<file path="src/common/mem_pkg.sv">
package mem_pkg;

    // data side operation, loads first then stores
    typedef enum logic [2:0] {
        LB  = 3'd0,
        LH  = 3'd1,
        LW  = 3'd2,
        LBU = 3'd3,
        LHU = 3'd4,
        SB  = 3'd5,
        SH  = 3'd6,
        SW  = 3'd7
    } mem_op_e;

    // instruction fetch, word aligned only
    typedef struct packed {
        logic        valid;
        logic [31:0] addr;
    } ireq_t;

    typedef struct packed {
        logic        valid;
        logic [31:0] rdata;
    } iresp_t;

    // store data sits in the low bits of wdata
    typedef struct packed {
        logic        valid;
        mem_op_e     op;
        logic [31:0] addr;
        logic [31:0] wdata;
    } dreq_t;

    // rdata already extended to 32 bits
    typedef struct packed {
        logic        valid;
        logic [31:0] rdata;
    } dresp_t;

    // wishbone classic, master to slave
    typedef struct packed {
        logic        cyc;
        logic        stb;
        logic        we;
        logic [31:0] adr;
        logic [3:0]  sel;
        logic [31:0] dat;
    } wb_req_t;

    typedef struct packed {
        logic        ack;
        logic [31:0] dat;
    } wb_resp_t;

    // timer words: mtime lo/hi at +0/+4, mtimecmp lo/hi at +8/+12
    localparam logic [31:0] TIMER_BASE = 32'hF000_0000;

endpackage

</file>
<file path="src/verilog/data_access_splitter.sv">
`timescale 1ns/10ps

module data_access_splitter (
    input  logic            clkConstrained,
    input  logic            arst_n,
    input  mem_pkg::dreq_t  dreq,
    output mem_pkg::dresp_t dresp,
    output mem_pkg::dreq_t  word_req,
    output logic [3:0]      word_sel,
    input  mem_pkg::dresp_t word_resp
);

    typedef enum logic [1:0] {
        IDLE,
        FIRST,
        SECOND,
        DONE
    } split_state_e;

    split_state_e state;

    logic [1:0]  offset;
    logic [29:0] word_index;
    logic [3:0]  size_mask;
    logic [7:0]  lane_mask;
    logic [63:0] wdata_wide;
    logic        is_store;
    logic        crosses;
    logic [31:0] lo_word;
    logic [31:0] hi_word;
    logic [63:0] load_window;
    logic [31:0] load_bytes;

    assign offset     = dreq.addr[1:0];
    assign word_index = dreq.addr[31:2];

    always_comb begin
        case (dreq.op)
            mem_pkg::LB, mem_pkg::LBU, mem_pkg::SB: size_mask = 4'b0001;
            mem_pkg::LH, mem_pkg::LHU, mem_pkg::SH: size_mask = 4'b0011;
            default:                                size_mask = 4'b1111;
        endcase
    end

    // byte lanes over two adjacent words, upper half is the next word
    assign is_store   = dreq.op inside {mem_pkg::SB, mem_pkg::SH, mem_pkg::SW};
    assign lane_mask  = {4'b0000, size_mask} << offset;
    assign wdata_wide = {32'h0, dreq.wdata} << {offset, 3'b000};
    assign crosses    = |lane_mask[7:4];

    // first word goes out in the same cycle as dreq to keep aligned latency
    always_comb begin
        word_req.valid = 1'b0;
        word_req.op    = is_store ? mem_pkg::SW : mem_pkg::LW;
        word_req.addr  = {word_index, 2'b00};
        word_req.wdata = wdata_wide[31:0];
        word_sel       = lane_mask[3:0];
        case (state)
            IDLE, FIRST: begin
                word_req.valid = dreq.valid;
            end
            SECOND: begin
                word_req.valid = dreq.valid;
                word_req.addr  = {word_index + 30'd1, 2'b00};
                word_req.wdata = wdata_wide[63:32];
                word_sel       = lane_mask[7:4];
            end
            default: word_req.valid = 1'b0;
        endcase
    end

    always_ff @(posedge clkConstrained or negedge arst_n) begin
        if (!arst_n) begin
            state <= IDLE;
        end else begin
            case (state)
                IDLE: begin
                    if (dreq.valid) begin
                        state <= FIRST;
                    end
                end
                FIRST: begin
                    if (word_resp.valid) begin
                        state <= crosses ? SECOND : IDLE;
                    end
                end
                SECOND: begin
                    if (word_resp.valid) begin
                        state <= DONE;
                    end
                end
                default: state <= IDLE;
            endcase
        end
    end

    // both halves of a split load
    always_ff @(posedge clkConstrained) begin
        if (word_resp.valid && state == FIRST) begin
            lo_word <= word_resp.rdata;
        end
        if (word_resp.valid && state == SECOND) begin
            hi_word <= word_resp.rdata;
        end
    end

    assign load_window = (state == DONE) ? {hi_word, lo_word} : {32'h0, word_resp.rdata};
    assign load_bytes  = 32'(load_window >> {offset, 3'b000});

    // single word answers straight from the bus response
    always_comb begin
        dresp.valid = (state == DONE) || (state == FIRST && word_resp.valid && !crosses);
        case (dreq.op)
            mem_pkg::LB:  dresp.rdata = {{24{load_bytes[7]}}, load_bytes[7:0]};
            mem_pkg::LH:  dresp.rdata = {{16{load_bytes[15]}}, load_bytes[15:0]};
            mem_pkg::LW:  dresp.rdata = load_bytes;
            mem_pkg::LBU: dresp.rdata = {24'h0, load_bytes[7:0]};
            mem_pkg::LHU: dresp.rdata = {16'h0, load_bytes[15:0]};
            default:      dresp.rdata = 32'h0;
        endcase
    end

endmodule

</file>
<file path="config.mk">
export PLATFORM = sky130hd
export DESIGN_NAME = data_access_splitter
export DESIGN_NICKNAME = d
export VERILOG_FILES = /design/src/common/mem_pkg.sv /design/src/verilog/data_access_splitter.sv
export SDC_FILE = /design/constraint.sdc
export NUM_CORES = 1
export LEC_CHECK = 0
export BUFFER_PORTS_ARGS = -buffer_cell sky130_fd_sc_hd__clkbuf_2
export CAP_MARGIN = 20
export CORE_MARGIN = 2
export CORE_UTILIZATION = 53
export DETAILED_ROUTE_END_ITERATION = 16
export HOLD_SLACK_MARGIN = 0.12
export MAX_ROUTING_LAYER = met4
export PLACE_DENSITY_LB_ADDON = 0.2
export SETUP_SLACK_MARGIN = 0.15
export SYNTH_ARGS = -nofsm -noshare
export SYNTH_HDL_FRONTEND = slang
export SYNTH_SLANG_ARGS = --single-unit
export TNS_END_PERCENT = 50
</file>
<file path="constraint.sdc">
create_clock -name clkConstrained -period 7.44 [get_ports clkConstrained]
set_clock_uncertainty 0.05 [all_clocks]
set_input_delay 1.488 -clock clkConstrained [delete_from_list [all_inputs] [get_ports clkConstrained]]
set_output_delay 1.488 -clock clkConstrained [all_outputs]
set_load 0.02 [all_outputs]
</file>
==> results_dict.tcl <==
set metrics [dict create \
    status "completed" \
    yosysTopAreaCell "edfxtp_1" \
    internal_power_mw 0.771 \
    crit_family "buffers and inverters" \
    synth_area_leaders "edfxtp_1 (35%), mux2i_1 (11%), nand2_1 (5.0%), xnor2_1 (4.2%), mux2_2 (3.3%)" \
    cp_slowest_cell "nor4b_2" \
    final-setup-viol-count 0 \
    synth_top_flop_cell "edfxtp_1" \
    ys_warn_count 0 \
    synth_edf_count 56 \
    rsz0062_at_grt "false" \
    grt.total_usage_pct 30.3 \
    num_rows 34 \
    leakagePower_nw 2.78 \
    diodes 0 \
    initial_core_util_pct 55.0 \
    die_w_um 99.3 \
    yosysSeqAreaShare_pct 36.0 \
    antenna_found_initial 0 \
    antenna_left 0 \
    cp-end-kind "output pin" \
    core_sq_um 8760 \
    via_count 5058 \
    first_pass_iters 7 \
    grt_pass1_vias 4721 \
    max-slew-margin-rel_pct 25.0 \
    nFillCells 722 \
    power_switching_mw 0.504 \
    netlist_instances 519 \
    hold_violations 0 \
    fin_crit_ns 5.84 \
    dp_cells 791 \
    synth.top_cell.area_share_pct 34.9 \
    ir_drop_v 0.000135 \
    worstPathMaxFanout 66 \
    cellPowerDensity_nw_per_um2 212 \
    cp_common_cell "buf_4" \
    cts_tree "yes" \
    ctsHoldBuffers 0 \
    die_area_sq_um 9870 \
    grt_pass1_wl_mm 23.4 \
    critPathMaxStageDelay_ns 0.81 \
    place_hpwl_mm 10.9 \
    criticalPathCategory "input port to output pin" \
    cts_root_buf "clkbuf_8" \
    path_cells "buf_4, buf_4, a2111oi_2, nor4b_2, o21bai_4, a221o_1, clkbuf_2" \
    clk_pin_slew_ns 0.06 \
    synth_area_sq_um 4820 \
    swShare_pct 39.5 \
    worst_slew_pin_slew_ns 1.12 \
    crit_buf_inv 3 \
    layout.cells.most_common "clkbuf_2" \
    cap_viol_max_count 0 \
    wl_per_cell_um 18.6 \
    ys_ff_latch 58 \
    io_pins 208 \
    die_y_um 99.3 \
    syn2layout_area_growth_pct 24.7 \
    ys_types 56 \
    drt-initial-drc-count 466 \
    max-clock-path-buffers 2 \
    seqPwrFrac_pct 36.0 \
    synthArstFlopShare_pct 3.45 \
    drive_gt1_share_pct 36.0 \
    numCtsBuffers 9 \
    min_path_type "input port to async pin" \
    gp_congestion 0.965 \
    finalNetCount 799 \
    wl_mm 15.1 \
    cts_resized 0 \
    cp_data_arrival_time_ns 4.30 \
    comb_power_share_pct 41.8 \
    period_share_pct 78.5 \
    grt_remaining_overflow 0 \
    mostFrequentLayoutCells "clkbuf_2 (203), nand2_1 (64), edfxtp_1 (56)" \
    htree_levels 3 \
    stdcell_count 808 \
    vias_per_cell 6.26 \
    clkLatencyLatePin_ns 0.33 \
    maxSlewViolCount 0 \
    syn_avg_cell_area_sq_um 9.28 \
    critical_path_required_ns 5.90 \
    drc_errors 0 \
    numPortBuffers 204 \
    grt_start_max_net_pins 67 \
    startpoint_type "input port" \
    cts_setup_buffers 0 \
    setup_tns_ns 0 \
    cts_sinks 58 \
    fmax_mhz 171 \
    pwr-share-clk_pct 22.2 \
]
[Yosys cell counts, types with 5 or more instances]
library cell / count
nand2_1: 64
edfxtp_1: 56
mux2i_1: 54
o21ai_0: 31
nand3_1: 27
nor2_1: 27
a21oi_1: 24
xnor2_1: 23
and3_1: 21
clkbuf_1: 18
a211oi_1: 15
a221o_1: 14
mux2_2: 14
buf_2: 11
o22ai_1: 10
nand4_1: 8
o2bb2ai_1: 8
a221oi_1: 7
buf_1: 7
buf_4: 7
nor2b_1: 6
xor2_1: 6
a21o_1: 5
[metal layers]
metal	share of wire (%)	GRT usage (%)
met5	0	-
met4	2.8	9.91
met3	8.6	5.13
met2	48	47.3
met1	41	40.5
[final timing paths]
check	startpoint	endpoint	slack (ns)	depth (start not counted)
worst max-delay path	dreq[32]	dresp[20]	1.60	7
worst min-delay path	arst_n	state[0]$_DFFE_PN0P_	0.88	1
worst max register to register	state[1]$_DFFE_PN0P_	hi_word[17]$_DFFE_PP_	5.27	3
worst min register to register	state[1]$_DFFE_PN0P_	state[1]$_DFFE_PN0P_	0.91	1
max in group asynchronous	arst_n	state[1]$_DFFE_PN0P_	6.35	1
min in group clkConstrained	state[1]$_DFFE_PN0P_	state[1]$_DFFE_PN0P_	0.91	1
[through the flow]
| step | utilization (%) | total power, mW | setup slack [ns] | instance area (sq um) | hold WS [ns] |
|---|---|---|---|---|---|
| 3_5_place_dp | 66.1 | 0.985 | 1.69 | 5790 | 0.867 |
| 4_1_cts | 68.2 | 1.27 | 1.67 | 5980 | 0.880 |
| 3_3_place_gp | 66.1 | 0.974 | 1.75 | 5790 | 0.843 |
| 5_1_grt | 68.5 | 1.33 | 1.39 | 6010 | 0.878 |
| 2_1_floorplan | - | 0.813 | 2.57 | 4820 | 0.771 |
| 6_report | 68.5 | 1.28 | 1.60 | 6010 | 0.885 |
[logic make-up after synthesis]
group                      share of synthesized area [%]
AOI/OAI and AO/OA                                   19.8
xor gates and xnor gates                            5.27
adders and majority gates                          0.260
buffers and inverters                               4.73
DFF                                                 36.0
muxes                                               15.7
other                                              0.156
and+or+nand+nor                                     18.1
[flip-flops by register name, indices dropped and copies added, names as in the netlist]
name     cells
state        2
lo_word     32
hi_word     24
[cell type report]
| type | instances | area [sq um] | share of cell area [%] |
|---|---|---|---|
| multi-input combinational | 414 | 2860 | 47.7 |
| sequential | 58 | 1730 | 28.8 |
| timing repair buffer | 208 | 1070 | 17.9 |
| clock buffer | 13 | 149 | 2.48 |
| tap | 108 | 135 | 2.25 |
| clock inverter | 3 | 40.0 | 0.667 |
| inverter | 4 | 15.0 | 0.250 |
[power by group through the flow]
stage               combinational, mW  clock [mW]  sequential (mW)
floorplan                       0.371           0            0.442
global placement                0.513           0            0.461
detailed placement              0.522           0            0.464
CTS                             0.524       0.284            0.458
global route                    0.571       0.297            0.464
finish                          0.533       0.283            0.459
No activity file was read; power rests on OpenSTA's default activity.
