### src/common/mem_pkg.sv
package mem_pkg;

    // data side operation, loads first then stores
    typedef enum logic [2:0] {
        LB  = 3'd0,
        LH  = 3'd1,
        LW  = 3'd2,
        LBU = 3'd3,
        LHU = 3'd4,
        SB  = 3'd5,
        SH  = 3'd6,
        SW  = 3'd7
    } mem_op_e;

    // instruction fetch, word aligned only
    typedef struct packed {
        logic        valid;
        logic [31:0] addr;
    } ireq_t;

    typedef struct packed {
        logic        valid;
        logic [31:0] rdata;
    } iresp_t;

    // store data sits in the low bits of wdata
    typedef struct packed {
        logic        valid;
        mem_op_e     op;
        logic [31:0] addr;
        logic [31:0] wdata;
    } dreq_t;

    // rdata already extended to 32 bits
    typedef struct packed {
        logic        valid;
        logic [31:0] rdata;
    } dresp_t;

    // wishbone classic, master to slave
    typedef struct packed {
        logic        cyc;
        logic        stb;
        logic        we;
        logic [31:0] adr;
        logic [3:0]  sel;
        logic [31:0] dat;
    } wb_req_t;

    typedef struct packed {
        logic        ack;
        logic [31:0] dat;
    } wb_resp_t;

    // timer words: mtime lo/hi at +0/+4, mtimecmp lo/hi at +8/+12
    localparam logic [31:0] TIMER_BASE = 32'hF000_0000;

endpackage

### src/verilog/mem_cmd_arbiter.sv
`timescale 1ns/10ps

module mem_cmd_arbiter (
    input  logic              clkConstrained,
    input  logic              arst_n,
    input  mem_pkg::ireq_t    ireq,
    output mem_pkg::iresp_t   iresp,
    input  mem_pkg::dreq_t    word_req,
    input  logic [3:0]        word_sel,
    output mem_pkg::dresp_t   word_resp,
    output mem_pkg::wb_req_t  wb_out,
    input  mem_pkg::wb_resp_t wb_in
);

    typedef enum logic [1:0] {
        IDLE,
        BUS_DATA,
        BUS_FETCH,
        RESPOND
    } arb_state_e;

    arb_state_e  state;
    logic        owner_data;
    logic [31:0] rdata_q;

    // data side wins when both are waiting
    always_ff @(posedge clkConstrained or negedge arst_n) begin
        if (!arst_n) begin
            state      <= IDLE;
            owner_data <= 1'b0;
        end else begin
            case (state)
                IDLE: begin
                    if (word_req.valid) begin
                        state      <= BUS_DATA;
                        owner_data <= 1'b1;
                    end else if (ireq.valid) begin
                        state      <= BUS_FETCH;
                        owner_data <= 1'b0;
                    end
                end
                BUS_DATA, BUS_FETCH: begin
                    if (wb_in.ack) begin
                        state <= RESPOND;
                    end
                end
                // one cycle here lets the requester drop or change valid
                default: state <= IDLE;
            endcase
        end
    end

    always_ff @(posedge clkConstrained) begin
        if (wb_in.ack) begin
            rdata_q <= wb_in.dat;
        end
    end

    // requesters hold their request until the response, so a mux is enough
    always_comb begin
        wb_out.cyc = (state == BUS_DATA) || (state == BUS_FETCH);
        wb_out.stb = wb_out.cyc;
        wb_out.we  = 1'b0;
        wb_out.adr = 32'h0;
        wb_out.sel = 4'h0;
        wb_out.dat = 32'h0;
        if (state == BUS_DATA) begin
            wb_out.we  = (word_req.op == mem_pkg::SW);
            wb_out.adr = {word_req.addr[31:2], 2'b00};
            wb_out.sel = word_sel;
            wb_out.dat = word_req.wdata;
        end else if (state == BUS_FETCH) begin
            wb_out.adr = {ireq.addr[31:2], 2'b00};
            wb_out.sel = 4'hF;
        end
    end

    assign iresp.valid     = (state == RESPOND) && !owner_data;
    assign iresp.rdata     = rdata_q;
    assign word_resp.valid = (state == RESPOND) && owner_data;
    assign word_resp.rdata = rdata_q;

endmodule

### config.mk
export PLATFORM = sky130hd
export DESIGN_NAME = mem_cmd_arbiter
export DESIGN_NICKNAME = d
export VERILOG_FILES = /design/src/common/mem_pkg.sv /design/src/verilog/mem_cmd_arbiter.sv
export SDC_FILE = /design/constraint.sdc
export NUM_CORES = 1
export LEC_CHECK = 0
export BUFFER_PORTS_ARGS = -buffer_cell sky130_fd_sc_hd__buf_4
export CAP_MARGIN = 10
export CORE_AREA = 2 2 106 108
export DETAILED_ROUTE_END_ITERATION = 12
export DIE_AREA = 0 0 108 110
export PLACE_DENSITY_LB_ADDON = 0.05
export SYNTH_ARGS = -nofsm -noshare
export SYNTH_HDL_FRONTEND = slang
export SYNTH_SLANG_ARGS = --single-unit
### constraint.sdc
create_clock -name clkConstrained -period 2.19 [get_ports clkConstrained]
set_clock_uncertainty 0.1 [all_clocks]
set_input_delay 0.1095 -clock clkConstrained [delete_from_list [all_inputs] [get_ports clkConstrained]]
set_output_delay 0.1095 -clock clkConstrained [all_outputs]
set_load 0.005 [all_outputs]
==> Implementation_results.wiki, run 1 <==
{| class="wikitable"
! Metric !! Value
|-
| TritonCTS clock tree || built
|-
| Worst Setup EP || wb_out[21]
|-
| Top-level port count || 277
|-
| Reg-to-Reg Start || state[1]
|-
| Height of the die || 110 um
|-
| Wire length of the first global-routing pass || 11300 um
|-
| Detail Placement HPWL || 6830 um
|-
| Max cap viols || 0
|-
| RSZ-0062 raised after global routing || no
|-
| Ranking of synthesized cells by area || sky130_fd_sc_hd__edfxtp_1 44%, sky130_fd_sc_hd__buf_4 14%, sky130_fd_sc_hd__nand2_1 12%, sky130_fd_sc_hd__and2_1 9.5%, sky130_fd_sc_hd__o21ai_0 7.2%
|-
| Highest ir drop seen on vdd || 330 uV
|-
| Leakage power of the design || 2.23 nW
|-
| Fraction of the yosys area taken by sequential cells || 47.9%
|-
| Number of vias per cell after detailed routing || 3.90
|-
| CP Max Fanout || 24
|-
| Inserted Clock Buffers || 5
|-
| Number of global-route vias before repair || 2395
|-
| Number of warnings reported in the yosys synthesis log || 0
|-
| Flip-flop and latch count after synthesis || 35
|-
| Place WS || 497 ps
|-
| Last weighted congestion value of the routability-driven placer || 0.695
|-
| Critical path buffer and inverter count || 3
|-
| Clock Pin Slew Worst Setup and Hold Paths || 80 ps
|-
| Core area || 10700 um2
|-
| Initial detailed-routing violation count || 71
|-
| Routed WL per cell || 12.7 um
|-
| Cell area after technology mapping || 2160 um2
|-
| Maximum number of pins on one net before global-route repair || 36
|-
| Post-route setup TNS || 0 ps
|-
| Effective utilization at floorplan || 20.2%
|-
| Final worst slack || 229 ps
|-
| Number of endpoints failing setup at the final stage || 0
|-
| Count of buffers added by post-CTS timing repair for setup || 0
|-
| Distinct cells, synth || 20
|-
| Area growth from synthesis to final layout || 110%
|-
| Highest achievable clock rate || 510 MHz
|-
| H-tree level count || 2
|-
| Hold WC Path Type || input port to asynchronous set/reset pin
|-
| CTS-repair resized insts || 0
|-
| Number of antenna cells inserted || 0
|-
| Die footprint || 11900 um2
|-
| Crit-path max cell delay || 410 ps
|-
| Hold buffers post-CTS || 34
|-
| Floorplan die width || 108 um
|-
| Top delay family on crit path || buffers and inverters
|-
| Final period util || 89.6%
|-
| Residual DRC count || 0
|-
| Insertion delay to the later sink of the worst-skew pair || 270 ps
|-
| Overall routed net length || 8200 um
|-
| Async set or reset register ratio after synthesis || 8.57%
|-
| Global-route congestion overflow total || 0
|-
| IO Port Bufs || 270
|-
| Mean area per synthesized cell || 9.12 um2
|-
| Status || finished clean
|-
| CP Cell Sequence || inv_1 -> ha_2 -> buf_4 -> and2_1 -> buf_4
|-
| Crit Path Class || flop to output pin
|-
| Number of detailed-routing iterations run before antenna repair || 4
|-
| Required time of the worst setup path || 1980 ps
|-
| FF-to-FF setup slack || 620 ps
|-
| Critical Path Sink Type || output pin
|-
| CP startpoint || state[1]
|-
| WP data arrival || 1750 ps
|-
| Library cell used as clock root buffer || sky130_fd_sc_hd__clkbuf_8
|-
| Number of stages on the worst setup path || 5
|-
| Number of cells on the worst reg-to-reg path || 5
|-
| Fin. Hold Viols || 0
|-
| Max Buffers Root-to-Sink || 2
|-
| P per Cell Area || 789 nW/um2
|-
| Number of clock sinks || 35
|-
| Cells after Synth || 237
|-
| Most used cell along the critical path || sky130_fd_sc_hd__buf_4
|-
| Area fraction of the dominant cell type after synthesis || 44.4%
|-
| Nature of the critical path startpoint || flop
|-
| Total GRT Usage || 12.2%
|-
| Routed vias || 2529
|-
| Reg2reg end || state[1]
|-
| Cell type with the largest total area after synthesis || sky130_fd_sc_hd__edfxtp_1
|-
| Fin nets || 651
|-
| Fin crit period || 1960 ps
|-
| Master of the slowest instance on the critical path || sky130_fd_sc_hd__ha_2
|-
| Primary flip-flop cell chosen by synthesis mapping || sky130_fd_sc_hd__edfxtp_1
|-
| Antenna violation net count after detailed routing || 0
|-
| Count of pins over their slew limit || 0
|-
| Antenna violations before repair || 0
|-
| Site Rows || 38
|-
| Number of flops mapped to enable cells by yosys || 32
|-
| Share of layout cells above drive strength 1 || 56.5%
|}
how the worst min path moves through the flow:
| stage | startpoint | to | slack (ps) | cells after the start |
|---|---|---|---|---|
| after detailed placement | arst_n | owner_data | -200 | 1 |
| after floorplan | arst_n | owner_data | -290 | 0 |
| after CTS | ireq[32] | owner_data | 50 | 3 |
| final | arst_n | owner_data | 50 | 2 |
| after global placement | arst_n | owner_data | -190 | 1 |
| after global routing | arst_n | owner_data | 60 | 2 |
Yosys cell counts, types with 2 or more instances:
cell type,count
sky130_fd_sc_hd__o22ai_1,2
sky130_fd_sc_hd__inv_1,4
sky130_fd_sc_hd__edfxtp_1,32
sky130_fd_sc_hd__nand2_1,68
sky130_fd_sc_hd__clkbuf_1,6
sky130_fd_sc_hd__ha_1,4
sky130_fd_sc_hd__nor2b_1,2
sky130_fd_sc_hd__buf_4,41
sky130_fd_sc_hd__dfrtp_1,3
sky130_fd_sc_hd__nand2b_1,3
sky130_fd_sc_hd__and2_1,33
sky130_fd_sc_hd__o21ai_0,31
metrics by stage:
step	hold WS (ps)	cell area, um2	total power, mW	util [%]	instances
finish	48.3	4540	3.59	42.5	648
global route	58.6	4540	3.89	42.5	648
CTS	54.6	4540	3.67	42.5	648
detailed placement	-196	4110	3.10	38.4	606
global placement	-194	4110	3.12	38.4	606
floorplan	-286	2170	1.86	-	238
area by class of cell:
type / instances / area (um2)
fillers: 1049 / 6150
repair buffers: 310 / 2440
flip-flops and latches: 35 / 1040
multi-input cells: 151 / 782
well taps: 140 / 175
clock buffers: 6 / 82.6
clock inverters: 2 / 16.3
inverters: 4 / 15.0
power breakdown:
part           switching [mW]  internal (mW)  total, mW  leakage (nW)
sequential             0.0486          0.813      0.862         0.349
combinational           0.956           1.27       2.23          1.84
clock                   0.240          0.257      0.496        0.0474
total                    1.24           2.34       3.59          2.23
sequential cells by signal, indices dropped and copies added (netlist names):
name	count
owner_data	1
rdata_q	32
state	2
per-layer routing:
metal	wire length [um]	share of wire [%]	global-route usage, %	up-vias
met2	4740	58	24.6	132
met3	627	7.6	2.94	6
met4	84	1.0	3.21	0
met5	0	0	0	-
met1	2750	34	12.4	1111
li1	-	-	-	1280
placed cells by master, fill, tap and decap left out, drive strengths merged, types with 2 or more instances in the layout:
master	count
conb	2
and2	33
o22ai	2
ha	4
edfxtp	32
nand2b	3
nor2b	2
clkbuf	6
dfrtp	3
buf	276
inv	4
o21ai	31
nand2	68
dlygate4sd3	34
logic make-up (layout without fill, tap and decap cells):
group	Yosys count	in the layout	share of synthesized area, %
buffers and inverters	52	322	16.2
flip-flops	35	35	47.9
AO/OA/AOI/OAI	37	37	9.32
AND/OR/NAND/NOR	108	108	24.1
other	1	2	0.173
adder cells (fa/ha/maj)	4	4	2.31
Note: power is estimated with default switching activity, not from simulation.
==> inputs of run 2 (changes only) <==
Settings changed: CORE_AREA 2 2 106 108 to 5 5 103 105.
==> Implementation_results.wiki, run 2 (synthesis results as in run 1) <==
{| class="wikitable"
! Metric !! Value
|-
| Insertion delay to the later sink of the worst-skew pair || 270 ps
|-
| P per Cell Area || 787 nW/um2
|-
| Number of cells on the worst reg-to-reg path || 4
|-
| Highest ir drop seen on vdd || 402 uV
|-
| Post-layout util || 47.0%
|-
| Count of buffers added by post-CTS timing repair for setup || 0
|-
| Fin nets || 648
|-
| Count of pins over their slew limit || 0
|-
| Hold Crit Start || word_req[67]
|-
| Number of detailed-routing iterations run before antenna repair || 5
|-
| Max cap viols || 0
|-
| RSZ-0062 raised after global routing || no
|-
| Reg-to-Reg Start || state[0]
|-
| Most common cell after layout, fill and taps aside || sky130_fd_sc_hd__buf_4
|-
| Fin crit period || 1940 ps
|-
| Number of global-route vias before repair || 2573
|-
| Residual DRC count || 0
|-
| Maximum number of pins on one net before global-route repair || 55
|-
| Worst Hold Endpoint || owner_data
|-
| Total GRT Usage || 14.4%
|-
| Number of antenna cells inserted || 0
|-
| Biggest regs || rdata_q (32), state (2), owner_data (1)
|-
| Top-level port count || 277
|-
| Hold WC Path Type || input port to flop
|-
| Register name with the most flops || rdata_q
|-
| Nature of the critical path startpoint || flop
|-
| Final worst slack || 245 ps
|-
| Fin. Hold Viols || 0
|-
| Critical Path Sink Type || output pin
|-
| Status || finished clean
|-
| H-tree level count || 2
|-
| Routed vias || 2556
|-
| Reg2reg end || state[0]
|-
| Overall routed net length || 9270 um
|-
| Wire length of the first global-routing pass || 13300 um
|-
| Inserted Clock Buffers || 5
|-
| Antenna violations before repair || 0
|-
| Site Rows || 36
|-
| Number of endpoints failing setup at the final stage || 0
|-
| Hold Path Stages || 2
|-
| TritonCTS clock tree || built
|-
| Clock Pin Slew Worst Setup and Hold Paths || 70 ps
|-
| Detail Placement HPWL || 7760 um
|-
| FF-to-FF setup slack || 580 ps
|-
| IO Port Bufs || 270
|-
| Share of layout cells above drive strength 1 || 56.2%
|-
| Floorplan die width || 108 um
|-
| Last weighted congestion value of the routability-driven placer || 0.757
|-
| Largest register FFs || 32
|-
| Area growth from synthesis to final layout || 107%
|-
| Most frequent cells in the layout || 273 x sky130_fd_sc_hd__buf_4, 68 x sky130_fd_sc_hd__nand2_1, 33 x sky130_fd_sc_hd__and2_1, 33 x sky130_fd_sc_hd__dlygate4sd3_1, 32 x sky130_fd_sc_hd__edfxtp_1
|-
| Antenna violation net count after detailed routing || 0
|-
| Highest achievable clock rate || 514 MHz
|-
| Post-route setup TNS || 0 ps
|-
| Power Total || 3.53 mW
|-
| Required time of the worst setup path || 1980 ps
|-
| Global-route congestion overflow total || 0
|-
| Place WS || 521 ps
|-
| Height of the die || 110 um
|-
| Number of clock sinks || 35
|-
| Die footprint || 11900 um2
|-
| Max Buffers Root-to-Sink || 2
|-
| WP data arrival || 1740 ps
|-
| CP Max Fanout || 30
|-
| Initial detailed-routing violation count || 55
|-
| Routed WL per cell || 14.5 um
|-
| Number of vias per cell after detailed routing || 4.01
|-
| Leakage power of the design || 2.21 nW
|-
| Effective utilization at floorplan || 22.6%
|-
| Final period util || 88.8%
|-
| Crit Path Class || flop to output pin
|-
| Fin Hold WS || 5.90 ps
|-
| Library cell used as clock root buffer || sky130_fd_sc_hd__clkbuf_8
|-
| Core area || 9550 um2
|}
## run 2: changes by cell type in the layout (fill, tap and decap cells not counted)
cell	delta
sky130_fd_sc_hd__clkinv_2	+1
sky130_fd_sc_hd__buf_12	-1
sky130_fd_sc_hd__dlygate4sd3_1	-1
sky130_fd_sc_hd__clkbuf_1	+1
sky130_fd_sc_hd__clkbuf_8	-1
sky130_fd_sc_hd__buf_4	-1
sky130_fd_sc_hd__clkinv_4	-1
## run 2: what timing repair did
action                                 4_1_cts  5_1_grt
endpoints found under the hold margin       35        0
hold buffers                                33        0
resized for setup                            0        0
## run 2: layer usage
layer / wire (um) / global-route usage, % / vias up
li1: - / - / 1273
met1: 3150 / 15.1 / 1131
met2: 5140 / 28.8 / 144
met3: 908 / 4.02 / 8
met4: 74 / 2.61 / 0
met5: 0 / 0 / -
## run 2: layout make-up
cell class,count,area [um2]
Timing Repair Buffer,307,2400
Multi-Input combinational cell,151,782
Inverter,4,15.0
Sequential cell,35,1040
Clock buffer,6,72.6
Tap cell,133,166
Fill cell,963,5060
Clock inverter,2,12.5
## run 2: how the worst max path moves through the flow
stage	start	end	cells past startpoint
6_report	state[0]	wb_out[67]	6
5_1_grt	state[0]	wb_out[67]	6
4_1_cts	state[0]	wb_out[67]	6
3_5_place_dp	state[1]	wb_out[62]	6
3_3_place_gp	state[0]	wb_out[67]	6
2_1_floorplan	state[1]	state[1]	5
## run 2: critical path, stage by stage, from the launching register on
cell	delay, ps
sky130_fd_sc_hd__dfrtp_1	410
sky130_fd_sc_hd__inv_1	90
sky130_fd_sc_hd__ha_1	140
sky130_fd_sc_hd__buf_4	300
sky130_fd_sc_hd__nand2b_1	180
sky130_fd_sc_hd__o21ai_0	190
sky130_fd_sc_hd__buf_4	140
## run 2: stage by stage
stage / std cells / cell area [um2]
2_1_floorplan: 238 / 2170
3_3_place_gp: 597 / 4070
3_5_place_dp: 597 / 4070
4_1_cts: 638 / 4480
5_1_grt: 638 / 4480
6_report: 638 / 4480
## run 2: report_power, final
part / internal [mW] / leakage (nW) / switching [mW]
registers: 0.814 / 0.349 / 0.0497
clock network: 0.222 / 0.0412 / 0.231
logic: 1.23 / 1.82 / 0.984
total: 2.26 / 2.21 / 1.26
==> inputs of run 3 (changes only) <==
Settings changed: CORE_AREA 5 5 103 105 to 5 5 105 107, DIE_AREA 0 0 108 110 to 0 0 110 112, PLACE_DENSITY set to 0.61, PLACE_DENSITY_LB_ADDON 0.05 to not set.
Clock period 2.19 ns to 2.07 ns, I/O delays scaled along.
==> Implementation_results.wiki, run 3 (synthesis results as in run 1) <==
{| class="wikitable"
! Metric !! Value
|-
| Status || finished clean
|-
| Number of detailed-routing iterations run before antenna repair || 4
|-
| CP Max Fanout || 20
|-
| Fin. Hold Viols || 0
|-
| Crit-path max cell delay || 440 ps
|-
| Required time of the worst setup path || 1870 ps
|-
| Leakage power of the design || 2.24 nW
|-
| Reg2reg end || state[0]
|-
| Routed WL per cell || 14.6 um
|-
| Nature of the critical path startpoint || flop
|-
| Die footprint || 12300 um2
|-
| Crit Path Class || flop to output pin
|-
| CP Cell Sequence || inv_1 -> ha_1 -> buf_6 -> nand2_1 -> o21ai_0 -> buf_4
|-
| Number of cells on the worst reg-to-reg path || 4
|-
| Switching component of the power || 1.34 mW
|-
| Max Buffers Root-to-Sink || 2
|-
| WP data arrival || 1700 ps
|-
| Routed vias || 2616
|-
| Effective utilization at floorplan || 21.5%
|-
| Master of the slowest instance on the critical path || sky130_fd_sc_hd__dfrtp_1
|-
| Biggest regs || rdata_q (32), state (2), owner_data (1)
|-
| TritonCTS clock tree || built
|-
| Power Total || 3.88 mW
|-
| Clock Pin Slew Worst Setup and Hold Paths || 70 ps
|-
| Last weighted congestion value of the routability-driven placer || 0.894
|-
| Total GRT Usage || 14.0%
|-
| Number of fillers in the final layout || 975
|-
| Number of endpoints failing setup at the final stage || 0
|-
| Antenna violations before repair || 0
|-
| RSZ-0062 raised after global routing || no
|-
| Maximum number of pins on one net before global-route repair || 37
|-
| Number of antenna cells inserted || 0
|-
| Number of global-route vias before repair || 2780
|-
| Share of total power in combinational logic || 60.9%
|-
| Largest register FFs || 32
|-
| Max cap viols || 0
|-
| Global-route congestion overflow total || 0
|-
| Site Rows || 37
|-
| P per Cell Area || 854 nW/um2
|-
| Critical path buffer and inverter count || 3
|-
| Inserted Clock Buffers || 5
|-
| Floorplan die width || 110 um
|-
| Most frequent cells in the layout || 272 x sky130_fd_sc_hd__buf_4, 68 x sky130_fd_sc_hd__nand2_1, 34 x sky130_fd_sc_hd__dlygate4sd3_1
|-
| Post-route setup TNS || 0 ps
|-
| Initial detailed-routing violation count || 94
|-
| Share of layout cells above drive strength 1 || 56.4%
|-
| Cell-internal power || 2.54 mW
|-
| Post-layout util || 45.2%
|-
| Detail Placement HPWL || 7750 um
|-
| Count of pins over their slew limit || 0
|-
| Fin crit period || 1910 ps
|-
| Fin nets || 650
|-
| Overall routed net length || 9390 um
|-
| H-tree level count || 2
|-
| Area growth from synthesis to final layout || 110%
|-
| Hold WC Path Type || input port to asynchronous set/reset pin
|-
| Number of vias per cell after detailed routing || 4.07
|-
| Height of the die || 112 um
|-
| Top-level port count || 277
|-
| Sequential fraction of design power || 23.7%
|-
| Core area || 10000 um2
|-
| Residual DRC count || 0
|-
| Count of buffers added by post-CTS timing repair for setup || 0
|-
| Most common cell after layout, fill and taps aside || sky130_fd_sc_hd__buf_4
|-
| Switching part of the total power || 34.6%
|-
| Critical Path Sink Type || output pin
|-
| Highest achievable clock rate || 525 MHz
|-
| Final period util || 92.0%
|-
| Library cell used as clock root buffer || sky130_fd_sc_hd__clkbuf_8
|-
| Register name with the most flops || rdata_q
|-
| Fin Hold WS || 58.6 ps
|-
| Antenna violation net count after detailed routing || 0
|-
| Highest ir drop seen on vdd || 323 uV
|-
| IO Port Bufs || 270
|-
| Reg-to-Reg Start || state[0]
|-
| Clock network power share || 15.5%
|-
| Insertion delay to the later sink of the worst-skew pair || 280 ps
|-
| Top delay family on crit path || buffers and inverters
|-
| Number of clock sinks || 35
|-
| Wire length of the first global-routing pass || 13600 um
|-
| FF-to-FF setup slack || 390 ps
|}
run 3: changes by cell type in the layout (fill, tap and decap cells not counted):
cell                            previous run  this run
sky130_fd_sc_hd__buf_6                     0         3
sky130_fd_sc_hd__clkbuf_1                  1         0
sky130_fd_sc_hd__clkinv_4                  0         1
sky130_fd_sc_hd__clkinvlp_4                1         0
sky130_fd_sc_hd__buf_12                    1         0
sky130_fd_sc_hd__ha_2                      1         0
sky130_fd_sc_hd__ha_4                      0         1
sky130_fd_sc_hd__bufinv_16                 0         1
sky130_fd_sc_hd__dlygate4sd3_1            33        34
sky130_fd_sc_hd__buf_4                   273       272
run 3: power by group through the flow:
stage	clock network (mW)	registers (mW)	logic (mW)
3_3_place_gp	0	0.925	2.26
2_1_floorplan	0	0.924	1.04
5_1_grt	0.656	0.929	2.60
4_1_cts	0.623	0.914	2.36
6_report	0.599	0.918	2.36
3_5_place_dp	0	0.929	2.29
run 3: worst register-to-register path, cell delays in order (launching register included):
cell	delay, ps
sky130_fd_sc_hd__dfrtp_1	440
sky130_fd_sc_hd__inv_1	100
sky130_fd_sc_hd__ha_1	400
sky130_fd_sc_hd__nor2b_1	180
sky130_fd_sc_hd__o41ai_1	350
run 3: final cells by class:
cell class / instances / area [um2] / area share, %
clock buffers: 5 / 68.8 / 1.52
clock inverters: 3 / 43.8 / 0.964
inverters: 4 / 15.0 / 0.331
multi-input cells: 151 / 792 / 17.4
flip-flops and latches: 35 / 1040 / 22.8
well taps: 136 / 170 / 3.75
repair buffers: 309 / 2420 / 53.2
run 3: worst max-delay path by stage:
stage | to | depth (start not counted) | startpoint | slack [ps]
after floorplan | state[1] | 5 | state[1] | 660
after global placement | wb_out[59] | 6 | state[1] | 360
after detailed placement | wb_out[59] | 6 | state[1] | 380
after CTS | wb_out[57] | 6 | state[1] | 60
after global routing | wb_out[66] | 6 | state[0] | 20
final | wb_out[55] | 6 | state[0] | 160
run 3: layer usage:
metal | global-route usage, % | routed length [um] | share of wire (%) | vias to the layer above
met5 | 0 | 0 | 0 | -
met4 | 5.82 | 325 | 3.5 | 0
met3 | 3.54 | 768 | 8.2 | 26
met2 | 25.9 | 5030 | 54 | 149
met1 | 14.6 | 3270 | 35 | 1163
li1 | - | - | - | 1278
run 3: per-stage QoR:
step | instance area [um2] | worst slack (ps) | std cells
3_3_place_gp | 4070 | 360 | 601
2_1_floorplan | 2170 | 660 | 238
5_1_grt | 4540 | 19.6 | 643
3_5_place_dp | 4070 | 378 | 601
4_1_cts | 4520 | 58.3 | 643
6_report | 4540 | 165 | 643
run 3: what timing repair did:
action,CTS,global route
endpoints found under the hold margin,36,0
hold buffers,34,0
gates resized for setup,0,4
setup endpoints to repair,0,45
